===== config.mk =====
export PLATFORM = sky130hd
export DESIGN_NAME = mmu_regs
export DESIGN_NICKNAME = d
export VERILOG_FILES = /design/src/hdl/mmu_pkg.sv /design/src/hdl/mmu_reg_bus_if.sv /design/src/hdl/mmu_reg_ctrl.sv /design/src/hdl/mmu_read_reg.sv /design/src/hdl/mmu_fault_capture.sv /design/src/hdl/mmu_region_table.sv /design/src/hdl/mmu_regs.sv
export SDC_FILE = /design/constraint.sdc
export NUM_CORES = 2
export LEC_CHECK = 0
export ABC_AREA = 1
export BUFFER_PORTS_ARGS = -buffer_cell sky130_fd_sc_hd__buf_2
export CAP_MARGIN = 20
export CELL_PAD_IN_SITES_DETAIL_PLACEMENT = 1
export CELL_PAD_IN_SITES_GLOBAL_PLACEMENT = 2
export CORE_ASPECT_RATIO = 1.5
export CORE_MARGIN = 1
export CORE_UTILIZATION = 27
export DETAILED_ROUTE_END_ITERATION = 10
export GPL_TIMING_DRIVEN = 1
export PLACE_DENSITY_LB_ADDON = 0.1
export SKIP_LAST_GASP = 1
export SYNTH_ARGS = -nofsm -noshare
export SYNTH_HDL_FRONTEND = slang
export SYNTH_SLANG_ARGS = --single-unit

===== constraint.sdc =====
create_clock -name clk -period 7 [get_ports clk]
set_clock_uncertainty 0.05 [all_clocks]
set_input_delay 1.4 -clock clk [delete_from_list [all_inputs] [get_ports clk]]
set_output_delay 1.4 -clock clk [all_outputs]
set_load 0.03 [all_outputs]

===== src/hdl/mmu_pkg.sv =====
`default_nettype none

package mmu_pkg;

	typedef logic [63:0] reg_data_t;
	typedef logic [7:0] reg_adr_t;
	typedef logic [7:0] tid_t;
	typedef logic [63:0] address_t;
	typedef logic [15:0] asid_t;
	typedef logic [1:0] region_idx_t;

	localparam int NUM_REGIONS = 4;

	// register map, word addresses
	localparam reg_adr_t ADR_FAULT_ADR = 8'h00;   // read only
	localparam reg_adr_t ADR_FAULT_INFO = 8'h01;  // any write clears valid
	localparam reg_adr_t ADR_PTBR = 8'h02;
	localparam reg_adr_t ADR_PTATTR = 8'h03;
	localparam reg_adr_t ADR_PROBE_VADR = 8'h04;  // write starts a lookup
	localparam reg_adr_t ADR_PROBE_PADR = 8'h05;
	localparam reg_adr_t ADR_PROBE_STAT = 8'h06;
	localparam reg_adr_t ADR_REGION_BASE = 8'h10;
	localparam reg_adr_t ADR_REGION_LAST = ADR_REGION_BASE + 8'(4 * NUM_REGIONS) - 8'd1;

	typedef enum logic [1:0]
	{
		PT_I386 = 2'd0,
		PT_X64 = 2'd1,
		PT_HASHED = 2'd2,
		PT_NONE = 2'd3
	} pt_type_e;

	typedef enum logic [1:0]
	{
		PTE_4B = 2'd0,
		PTE_8B = 2'd1
	} pte_size_e;

	typedef enum logic [1:0]
	{
		IDLE = 2'd0,
		LOOKUP = 2'd1,
		DONE = 2'd2
	} ctrl_state_e;

endpackage

`default_nettype wire


===== src/hdl/mmu_reg_bus_if.sv =====
`timescale 1ns/100ps
`default_nettype none

interface mmu_reg_bus_if;
	import mmu_pkg::*;

	logic acc;          // one cycle per access
	logic we;
	reg_adr_t adr;
	reg_data_t wdat;
	logic sel_fault;
	logic sel_ptreg;
	logic sel_probe;
	logic sel_region;

	modport ctrl
	(
		output acc, we, adr, wdat,
		output sel_fault, sel_ptreg, sel_probe, sel_region
	);

	modport dev
	(
		input acc, we, adr, wdat,
		input sel_fault, sel_ptreg, sel_probe, sel_region
	);

endinterface

`default_nettype wire


===== src/hdl/mmu_reg_ctrl.sv =====
`timescale 1ns/100ps
`default_nettype none

module mmu_reg_ctrl
(
	input logic clk,
	input logic rst,
	input logic req_cyc,
	input logic req_we,
	input mmu_pkg::reg_adr_t req_adr,
	input mmu_pkg::reg_data_t req_dat,
	input mmu_pkg::tid_t req_tid,
	mmu_reg_bus_if.ctrl bus,
	output logic probe_start,
	input logic probe_done,
	output mmu_pkg::tid_t tid_q
);
	import mmu_pkg::*;

	ctrl_state_e state;
	logic probe_pend;
	logic probe_wr;
	logic dec_fault;
	logic dec_ptreg;
	logic dec_probe;
	logic dec_region;

	always_comb
	begin
		dec_fault = req_adr inside {ADR_FAULT_ADR, ADR_FAULT_INFO};
		dec_ptreg = req_adr inside {ADR_PTBR, ADR_PTATTR};
		dec_probe = req_adr inside {ADR_PROBE_VADR, ADR_PROBE_PADR, ADR_PROBE_STAT};
		dec_region = req_adr inside {[ADR_REGION_BASE:ADR_REGION_LAST]};
	end

	always_ff @(posedge clk)
	begin
		if (rst)
		begin
			bus.acc <= 1'b0;
			bus.sel_fault <= 1'b0;
			bus.sel_ptreg <= 1'b0;
			bus.sel_probe <= 1'b0;
			bus.sel_region <= 1'b0;
		end
		else
		begin
			bus.acc <= req_cyc;
			bus.sel_fault <= req_cyc & dec_fault;
			bus.sel_ptreg <= req_cyc & dec_ptreg;
			bus.sel_probe <= req_cyc & dec_probe;
			bus.sel_region <= req_cyc & dec_region;
		end
	end

	always_ff @(posedge clk)
	begin
		if (req_cyc)
		begin
			bus.we <= req_we;
			bus.adr <= req_adr;
			bus.wdat <= req_dat;
			tid_q <= req_tid;
		end
	end

	assign probe_wr = bus.acc & bus.we & bus.sel_probe & (bus.adr == ADR_PROBE_VADR);

	always_ff @(posedge clk)
	begin
		if (rst)
		begin
			state <= IDLE;
			probe_start <= 1'b0;
			probe_pend <= 1'b0;
		end
		else
		begin
			probe_start <= 1'b0;
			case (state)
			IDLE:
				if (probe_wr)
				begin
					state <= LOOKUP;
					probe_start <= 1'b1;
				end
			LOOKUP:
				if (probe_done)
				begin
					if (probe_pend | probe_wr)
					begin
						probe_start <= 1'b1;  // rerun with newer address
						probe_pend <= 1'b0;
					end
					else
						state <= DONE;
				end
				else if (probe_wr)
					probe_pend <= 1'b1;
			DONE:
				if (probe_wr)
				begin
					state <= LOOKUP;
					probe_start <= 1'b1;
				end
				else
					state <= IDLE;
			default:
				state <= IDLE;
			endcase
		end
	end

	// selects only with acc, never two groups at once
	a_sel_onehot: assert property (@(posedge clk) disable iff (rst)
		$onehot0({bus.sel_fault, bus.sel_ptreg, bus.sel_probe, bus.sel_region}) &&
		((bus.sel_fault | bus.sel_ptreg | bus.sel_probe | bus.sel_region) -> bus.acc));

endmodule

`default_nettype wire


===== src/hdl/mmu_read_reg.sv =====
`timescale 1ns/100ps
`default_nettype none

module mmu_read_reg
(
	input logic clk,
	input logic rst,
	mmu_reg_bus_if.dev bus,
	input mmu_pkg::tid_t tid_q,
	input mmu_pkg::address_t fault_adr,
	input mmu_pkg::asid_t fault_asid,
	input logic fault_valid,
	input mmu_pkg::address_t probe_vadr,
	input mmu_pkg::address_t probe_padr,
	input logic probe_hit,
	input mmu_pkg::region_idx_t probe_idx,
	input mmu_pkg::reg_data_t region_rdat,
	output logic resp_ack,
	output mmu_pkg::tid_t resp_tid,
	output mmu_pkg::reg_data_t resp_dat,
	output mmu_pkg::pte_size_e pte_size
);
	import mmu_pkg::*;

	reg_data_t ptbr;
	reg_data_t ptattr;
	reg_data_t rdat;
	pt_type_e wr_type;

	assign wr_type = pt_type_e'(bus.wdat[1:0]);

	always_ff @(posedge clk)
	begin
		if (rst)
		begin
			ptbr <= '0;
			ptattr <= '0;
			pte_size <= PTE_4B;
		end
		else if (bus.acc & bus.we & bus.sel_ptreg)
		begin
			if (bus.adr == ADR_PTBR)
				ptbr <= bus.wdat;
			else if (bus.adr == ADR_PTATTR)
			begin
				ptattr <= bus.wdat;
				pte_size <= (wr_type == PT_I386) ? PTE_4B : PTE_8B;  // track new type
			end
		end
	end

	always_comb
	begin
		rdat = '0;
		if (bus.sel_fault | bus.sel_ptreg | bus.sel_probe)
		begin
			case (bus.adr)
			ADR_FAULT_ADR:  rdat = fault_adr;
			ADR_FAULT_INFO: rdat = {fault_asid, 47'd0, fault_valid};
			ADR_PTBR:       rdat = ptbr;
			ADR_PTATTR:     rdat = ptattr;
			ADR_PROBE_VADR: rdat = probe_vadr;
			ADR_PROBE_PADR: rdat = probe_padr;
			ADR_PROBE_STAT: rdat = {54'd0, probe_idx, 7'd0, probe_hit};
			default:        rdat = '0;
			endcase
		end
		else if (bus.sel_region)
			rdat = region_rdat;
	end

	always_ff @(posedge clk)
	begin
		if (rst)
			resp_ack <= 1'b0;
		else
			resp_ack <= bus.acc;
	end

	always_ff @(posedge clk)
	begin
		resp_dat <= '0;
		if (bus.acc)
		begin
			resp_tid <= tid_q;
			if (!bus.we)
				resp_dat <= rdat;  // writes answer with zero
		end
	end

endmodule

`default_nettype wire


===== src/hdl/mmu_fault_capture.sv =====
`timescale 1ns/100ps
`default_nettype none

module mmu_fault_capture
(
	input logic clk,
	input logic rst,
	mmu_reg_bus_if.dev bus,
	input logic fault_stb,
	input mmu_pkg::address_t fault_vadr,
	input mmu_pkg::asid_t fault_asid,
	output mmu_pkg::address_t fault_adr,
	output mmu_pkg::asid_t fault_asid_q,
	output logic fault_valid
);
	import mmu_pkg::*;

	logic clear;

	// any write to the info word rearms the latch
	assign clear = bus.acc & bus.we & bus.sel_fault & (bus.adr == ADR_FAULT_INFO);

	always_ff @(posedge clk)
	begin
		if (rst)
		begin
			fault_valid <= 1'b0;
			fault_adr <= '0;
			fault_asid_q <= '0;
		end
		else if (clear)
			fault_valid <= 1'b0;  // clear beats a new strobe
		else if (fault_stb & !fault_valid)
		begin
			fault_valid <= 1'b1;
			fault_adr <= fault_vadr;
			fault_asid_q <= fault_asid;
		end
	end

endmodule

`default_nettype wire


===== src/hdl/mmu_region_table.sv =====
`timescale 1ns/100ps
`default_nettype none

module mmu_region_table
(
	input logic clk,
	input logic rst,
	mmu_reg_bus_if.dev bus,
	input logic probe_start,
	output mmu_pkg::address_t probe_vadr,
	output mmu_pkg::reg_data_t region_rdat,
	output mmu_pkg::address_t probe_padr,
	output logic probe_hit,
	output mmu_pkg::region_idx_t probe_idx,
	output logic probe_done
);
	import mmu_pkg::*;

	address_t base [NUM_REGIONS];
	address_t limit [NUM_REGIONS];
	address_t offs [NUM_REGIONS];
	logic [NUM_REGIONS-1:0] en;
	reg_adr_t tbl_off;
	region_idx_t tbl_idx;
	logic [1:0] tbl_word;
	logic [NUM_REGIONS-1:0] match;
	logic any_match;
	region_idx_t match_idx;
	address_t match_padr;

	assign tbl_off = bus.adr - ADR_REGION_BASE;
	assign tbl_idx = tbl_off[3:2];
	assign tbl_word = tbl_off[1:0];

	always_ff @(posedge clk)
	begin
		if (rst)
		begin
			for (int i = 0; i < NUM_REGIONS; i++)
			begin
				base[i] <= '0;
				limit[i] <= '0;
				offs[i] <= '0;
			end
			en <= '0;
			probe_vadr <= '0;
		end
		else if (bus.acc & bus.we)
		begin
			if (bus.sel_region)
			begin
				case (tbl_word)
				2'd0:    base[tbl_idx] <= bus.wdat;
				2'd1:    limit[tbl_idx] <= bus.wdat;
				2'd2:    offs[tbl_idx] <= bus.wdat;
				default: en[tbl_idx] <= bus.wdat[0];  // rest of word 3 dropped
				endcase
			end
			else if (bus.sel_probe && bus.adr == ADR_PROBE_VADR)
				probe_vadr <= bus.wdat;
		end
	end

	always_comb
	begin
		case (tbl_word)
		2'd0:    region_rdat = base[tbl_idx];
		2'd1:    region_rdat = limit[tbl_idx];
		2'd2:    region_rdat = offs[tbl_idx];
		default: region_rdat = {63'd0, en[tbl_idx]};
		endcase
	end

	always_comb
	begin
		for (int i = 0; i < NUM_REGIONS; i++)
			match[i] = en[i] && (probe_vadr >= base[i]) && (probe_vadr < limit[i]);
	end

	always_comb
	begin
		match_idx = '0;
		for (int i = NUM_REGIONS - 1; i >= 0; i--)
			if (match[i])
				match_idx = region_idx_t'(i);  // lowest index wins
	end

	assign any_match = |match;
	assign match_padr = probe_vadr - base[match_idx] + offs[match_idx];

	always_ff @(posedge clk)
	begin
		if (rst)
		begin
			probe_hit <= 1'b0;
			probe_idx <= '0;
			probe_padr <= '0;
			probe_done <= 1'b0;
		end
		else
		begin
			probe_done <= probe_start;
			if (probe_start)
			begin
				probe_hit <= any_match;
				probe_idx <= any_match ? match_idx : '0;
				probe_padr <= any_match ? match_padr : '0;
			end
		end
	end

	a_done_single: assert property (@(posedge clk) disable iff (rst)
		probe_done |=> !probe_done);

endmodule

`default_nettype wire


===== src/hdl/mmu_regs.sv =====
`timescale 1ns/100ps
`default_nettype none

module mmu_regs
(
	input logic clk,
	input logic rst,
	input logic req_cyc,
	input logic req_we,
	input mmu_pkg::reg_adr_t req_adr,
	input mmu_pkg::reg_data_t req_dat,
	input mmu_pkg::tid_t req_tid,
	output logic resp_ack,
	output mmu_pkg::reg_data_t resp_dat,
	output mmu_pkg::tid_t resp_tid,
	input logic fault_stb,
	input mmu_pkg::address_t fault_vadr,
	input mmu_pkg::asid_t fault_asid,
	output mmu_pkg::pte_size_e pte_size
);
	import mmu_pkg::*;

	tid_t tid_q;
	logic probe_start;
	logic probe_done;
	address_t fault_adr;
	asid_t fault_asid_q;
	logic fault_valid;
	address_t probe_vadr;
	address_t probe_padr;
	logic probe_hit;
	region_idx_t probe_idx;
	reg_data_t region_rdat;

	mmu_reg_bus_if i_bus ();

	mmu_reg_ctrl i_ctrl
	(
		.clk(clk),
		.rst(rst),
		.req_cyc(req_cyc),
		.req_we(req_we),
		.req_adr(req_adr),
		.req_dat(req_dat),
		.req_tid(req_tid),
		.bus(i_bus.ctrl),
		.probe_start(probe_start),
		.probe_done(probe_done),
		.tid_q(tid_q)
	);

	mmu_read_reg i_read_reg
	(
		.clk(clk),
		.rst(rst),
		.bus(i_bus.dev),
		.tid_q(tid_q),
		.fault_adr(fault_adr),
		.fault_asid(fault_asid_q),
		.fault_valid(fault_valid),
		.probe_vadr(probe_vadr),
		.probe_padr(probe_padr),
		.probe_hit(probe_hit),
		.probe_idx(probe_idx),
		.region_rdat(region_rdat),
		.resp_ack(resp_ack),
		.resp_tid(resp_tid),
		.resp_dat(resp_dat),
		.pte_size(pte_size)
	);

	mmu_fault_capture i_fault
	(
		.clk(clk),
		.rst(rst),
		.bus(i_bus.dev),
		.fault_stb(fault_stb),
		.fault_vadr(fault_vadr),
		.fault_asid(fault_asid),
		.fault_adr(fault_adr),
		.fault_asid_q(fault_asid_q),
		.fault_valid(fault_valid)
	);

	mmu_region_table i_region
	(
		.clk(clk),
		.rst(rst),
		.bus(i_bus.dev),
		.probe_start(probe_start),
		.probe_vadr(probe_vadr),
		.region_rdat(region_rdat),
		.probe_padr(probe_padr),
		.probe_hit(probe_hit),
		.probe_idx(probe_idx),
		.probe_done(probe_done)
	);

endmodule

`default_nettype wire


==> After elaboration in Yosys (flattened, before gate mapping) <==
Memories as Yosys holds them, arrays and structs flattened.
Cells that the tools add are included.
{ "totals": {"reg_bits": 510, "ramBits": 768, "input_bits": 165, "word_cells": 174, "memories": 3} }
{ "classes": {"addsub": 3, "magnitude_cmp": 12, "n_eq_ne": 20, "muxes": 54, "n_bitwise": 19, "n_reduce_logical": 36} }
{ "mem_list": {"columns": ["memory", "words", "width", "read_ports", "rd_clocked_by_memory_dff", "write_ports", "line", "source"], "rows": [
  ["i_region.base", 4, 64, 6, 0, 4, "mmu_region_table.sv:19", "address_t base [NUM_REGIONS];"],
  ["i_region.limit", 4, 64, 5, 0, 4, "mmu_region_table.sv:20", "address_t limit [NUM_REGIONS];"],
  ["i_region.offs", 4, 64, 2, 0, 4, "mmu_region_table.sv:21", "address_t offs [NUM_REGIONS];"]
]} }
{ "op_table": {"columns": ["op", "n"], "rows": [
  ["$pmux 64 s7", 1],
  ["$mux 64", 6],
  ["$ge 64x64->1", 4],
  ["$lt 64x64->1", 4],
  ["$pmux 64 s3", 1],
  ["$reduce_or 64->1", 3],
  ["$add 64x64->64", 1],
  ["$sub 64x64->64", 1],
  ["$eq 8x3->1 const B", 6],
  ["$eq 8x2->1 const B", 4],
  ["$mux 1", 30],
  ["$mux 2", 11],
  ["$eq 8x1->1 const B", 2],
  ["$logic_not 8->1", 2],
  ["$reduce_and 3->1", 5],
  ["$and 1x1->1", 11],
  ["$logic_and 1x1->1", 11],
  ["$ge 8x5->1 const B", 1],
  ["$le 8x5->1 const B", 1],
  ["$logic_not 2->1", 3],
  ["$pmux 2 s3", 1],
  ["$reduce_bool 2->1", 3],
  ["$reduce_or 2->1", 3],
  ["$not 1->1", 5],
  ["other kinds (17)", 24]
]} }

==> Logic depth before layout (Yosys ltp) <==
An unclocked memory read counts as a cell.
{ "depth": {"ltp_word": 12, "mapped_depth": 44, "mapped_depth_nobuf": 41} }

==> Modules after synthesis <==
Synthesis repeated with hierarchy kept, for this count alone.
{ "unflattened": {"cells_unflattened": 9063, "area_unflattened_um2": 74998.2} }
{ "by_module_without_submodules": {"columns": ["module", "n_inst", "cells_per_inst", "area_each_um2", "seq_area_each_um2"], "rows": [
  ["mmu_region_table", 1, 6862, 58541.1, 25784.7],
  ["mmu_read_reg", 1, 1505, 9944.5, 4124.0],
  ["mmu_fault_capture", 1, 543, 3603.5, 1621.6],
  ["mmu_reg_ctrl", 1, 153, 2909.0, 2612.5]
]} }

==> Least setup slack after synthesis <==
No wires, ideal clock.
{ "synth_path": {"path_kind": "reg2reg", "startpoint": "register i_ctrl.bus.acc", "endpoint": "memory i_region.base[3][0] (netlist bit), enable pin", "setup_time_ns": 0.574, "arrival_time_ns": 5.484, "t_required_ns": 6.376, "path_slack_ns": 0.891, "stages_incl_launch_ff": 5, "synth_period_minus_slack_ns": 6.109, "cell_sequence": "dfxtp_1 > nand2_1 > nor2_1 > nand2_1 > o21ai_0"} }
{ "synth_rtl": {"columns": ["item", "line", "source"], "rows": [
  ["from (decl)", "mmu_reg_bus_if.sv:18", "output acc, we, adr, wdat,"],
  ["from (signal assigned)", "mmu_reg_ctrl.sv:48", "bus.acc <= req_cyc;"],
  ["to (decl)", "mmu_region_table.sv:19", null]
]} }

==> Worst setup path in the final report <==
{ "layout_path": {"startpoint": "register i_region.probe_vadr[45]", "endpoint": "register i_region.probe_padr[37]"} }
{ "layout_between": {"elab_chain_cells": 11} }
{ "layout_rtl": {"columns": ["item", "line", "source"], "rows": [
  ["from (decl)", "mmu_region_table.sv:10", "output mmu_pkg::address_t probe_vadr,"],
  ["from (signal assigned)", "mmu_region_table.sv:60", "probe_vadr <= bus.wdat;"],
  ["$ge 64x64->1", "mmu_region_table.sv:77", "match[i] = en[i] && (probe_vadr >= base[i]) && (probe_vadr < limit[i]);"],
  ["$logic_and 1x1->1 (2 in series)", "mmu_region_table.sv:77", null],
  ["$mux 2 (4 in series)", "mmu_region_table.sv:84", "if (match[i])"],
  ["$mem_v2 4x64", null, null],
  ["$sub 64x64->64", "mmu_region_table.sv:89", "assign match_padr = probe_vadr - base[match_idx] + offs[match_idx];"],
  ["$add 64x64->64", "mmu_region_table.sv:89", null],
  ["$mux 64 *", "mmu_region_table.sv:107", "probe_padr <= any_match ? match_padr : '0;"],
  ["to (signal assigned)", "mmu_region_table.sv:107", null],
  ["to (decl)", "mmu_region_table.sv:12", "output mmu_pkg::address_t probe_padr,"]
]} }
Mark *: on every way between the ends. The rest lies on a longest branch, timed or not.
A chain may end at the register's enable or synchronous reset.

==> metrics.csv <==
metric,value,unit
drv_cap,0,
clockRootBuffer,clkbuf_16,
synth_nets,9632,
crit_start,i_region.probe_vadr[45]$_SDFFE_PP0P_,
grt_pass1_vias,71822,
n_fill_cell,32031,
min_period,6780,ps
hold_path.class,flip-flop to flip-flop,
final.setup.worst_slack,221,ps
hold_depth,0,
cp-start-kind,flip-flop,
postPlaceCellArea,84300,µm²
hold_start,i_ctrl.tid_q[5]$_DFFE_PP_,
routed_wl,375,mm
ir_drop,0.160,mV
grt_usage,26.6,%
ant_nets,0,
yosysMostFrequentCell,nor2_1,
critPathCaptureType,flip-flop,
finalNetCount,10245,
dp_hpwl,269,mm
grt_max_degree,123,
status,"complete, no violations",
crit_top_cell,buf_4,
cts_made_buffers,164,
vias,67576,
fin_crit_sh,96.8,%
worstSetupPathType,flip-flop to flip-flop,
tightest_slew,1180,ps
antenna_found_initial,13,
max_freq,148,MHz
yosys-top-cells-area,"edfxtp_1 35%, dfxtp_1 11%, ha_1 9.6%, a21oi_1 7.7%, o21ai_0 6.6%",
hold_ws,368,ps
slew_viol_final,0,
synth-edff-count,857,
path_max_fanout,7,
clock_latency,890,ps
die_width,430,µm
floorplan.initialDensity,27.2,%
dr.first_iter.drc_count,3979,
grt_pass1_wl,531,mm
cts_max_level,4,
ys_ff_latch,1279,
synthToLayoutAreaGrowth,21.3,%
final_util,32.9,%
clock_path_buffers,4,
slowest_stage,fa_1,
dp_slack,-707,ps
synth_commonest_cells,"1,247 x nor2_1, 1,136 x a21oi_1, 1,068 x nand2_1",
arrival,7480,ps
io_buffers,238,
power_per_cell_area,212,nW/µm²
yosysTopAreaCell,edfxtp_1,
rr_startpoint,i_region.probe_vadr[45]$_SDFFE_PP0P_,
cp.required,7700,ps
syn_avg_cell_area,8.41,µm²
syn_area,74300,µm²
yosysWarnings,0,
reg2reg_slack,220,ps
clock_sinks,1279,
reg2regPathDepth,42,
setup_viol,0,
io_pins,240,
viasPerCell,5.15,
ys_seq_area_share,46.0,%
drc,0,
coreArea,273000,µm²
wire_per_inst,28.6,µm
finalHoldViolCount,0,
routabilityCongestion,0.893,
ys_async_sr_fraction,0,%
num_rows,235,
p_leak,0.0384,µW
max_stage_delay,480,ps
cts_tree,built,
synth_cell_types,66,
reg2reg_to,i_region.probe_padr[37]$_SDFFE_PP0P_,
ys.flop_type,edfxtp_1,
yosysTopAreaCellShare,34.6,%
relSlewSlack,21.0,%
syn-instance-count,8832,
hold_end,i_read_reg.resp_tid[5]$_DFFE_PP_,
dieArea,277000,µm²
drive_gt1_share,14.7,%
drt_pass1_iterations,5,
die_height,644,µm
rsz0062_at_grt,yes,
overflow,0,
final_area,90100,µm²
path_clk_slew,60,ps
## how the worst max path moves through the flow
stage | slack [ps] | cells past startpoint | to
global route | -20 | 37 | i_region.probe_padr[57]$_SDFFE_PP0P_
detailed placement | -710 | 36 | i_region.probe_padr[63]$_SDFFE_PP0P_
global placement | -750 | 36 | i_region.probe_padr[63]$_SDFFE_PP0P_
CTS | 9 | 39 | i_region.probe_padr[37]$_SDFFE_PP0P_
finish | 220 | 42 | i_region.probe_padr[37]$_SDFFE_PP0P_
floorplan | 890 | 4 | i_region.base[3][0]$_DFFE_PP_
## state kept, by name, indices dropped and copies added (netlist names), 4 cells and up, named ones only
name                  count
i_region.limit          256
i_region.base           256
i_read_reg.ptattr        64
i_fault.fault_asid_q     16
i_ctrl.tid_q              8
i_region.offs           256
i_read_reg.resp_tid       8
i_ctrl.bus.adr            8
i_read_reg.resp_dat      64
i_region.probe_vadr      64
i_region.en               4
i_read_reg.ptbr          64
i_ctrl.bus.wdat          64
i_region.probe_padr      64
i_fault.fault_adr        64
## stage by stage
step                power [µW]  instances  setup TNS (ps)
finish                   19100      13133               0
global route             19800      13130           -66.1
CTS                      19400      13113               0
detailed placement       10700      12819          -19350
global placement         10600      12819          -17150
floorplan                 9530       8832               0
## layout make-up
type | count | area (µm²) | share of cell area, %
Tap cell | 3555 | 4450 | 4.94
Timing Repair Buffer | 988 | 7670 | 8.51
Clock inverter | 68 | 510 | 0.567
Clock buffer | 224 | 4740 | 5.26
Antenna cell | 7 | 17.5 | 0.0194
Multi-Input combinational cell | 5957 | 34500 | 38.3
Inverter | 1055 | 4010 | 4.45
Sequential cell | 1279 | 34200 | 38.0
## cells in the final DEF (no fill, tap or decap), types with 15 or more instances in the layout
master and n:
edfxtp_1 857, xor2_1 27, nand3_1 91, nand2_4 21, o21ai_1 98, nor2_1 1235, buf_12 56, o211ai_1 30
a32o_1 61, clkinv_1 15, buf_4 683, o2111ai_1 35, nand2_2 21, xnor2_1 17, o22ai_1 71, a21oi_1 1128
clkbuf_16 177, nand4_1 51, nor3_1 87, a31oi_1 35, fa_1 62, clkbuf_8 20, dfxtp_1 414, nor4_1 15
a22oi_1 32, o21a_1 23, nand2_1 1034, ha_1 569, a22o_1 70, clkbuf_1 30, o21ai_0 969, clkinv_2 36
buf_2 236, a221oi_1 26, inv_1 1033
## report_power, final
group          internal, µW  total [µW]  switching (µW)  leakage [µW]
registers              8240        8350             114        0.0125
clock network          4930        8640            3710       0.00258
logic                   607        2150            1540        0.0232
total                 13800       19100            5370        0.0384
## worst max-delay path: cells and delay by family (launching register included)
| family | cells | cell delay, ps |
|---|---|---|
| AO/OA/AOI/OAI | 11 | 1540 |
| adder cells (fa/ha/maj) | 3 | 1070 |
| buffers and inverters | 12 | 1460 |
| flip-flops | 1 | 370 |
| AND/OR/NAND/NOR | 16 | 2120 |
## repair_timing
action / CTS / global route
setup endpoints to repair: 50 / 41
setup buffers: 2 / 10
cloned: 0 / 3
pin swaps: 2 / 9
hold buffers: 0 / 0
resized for setup: 23 / 73
## cell families (layout without fill, tap and decap cells)
| kind of cell | after synthesis | in the layout | share of synthesized area (%) |
|---|---|---|---|
| AOI/OAI and AO/OA | 2652 | 2652 | 19.7 |
| and+or+nand+nor | 2625 | 2625 | 14.1 |
| buffers and inverters | 1596 | 2335 | 8.36 |
| DFF | 1279 | 1279 | 46.0 |
| adders and majority gates | 635 | 635 | 11.3 |
| xor gates and xnor gates | 44 | 44 | 0.519 |
| other | 1 | 8 | 0.00505 |
## routing by layer
metal | wire length, µm | vias up | global-route usage [%] | part of all wire, %
li1 | - | 31400 | - | -
met1 | 149000 | 34381 | 30.2 | 40
met2 | 199000 | 1291 | 50.7 | 53
met3 | 11000 | 502 | 2.26 | 2.9
met4 | 16000 | 2 | 9.95 | 4.3
met5 | 13 | - | 0 | 0.0035
No activity file was read; power rests on OpenSTA's default activity.
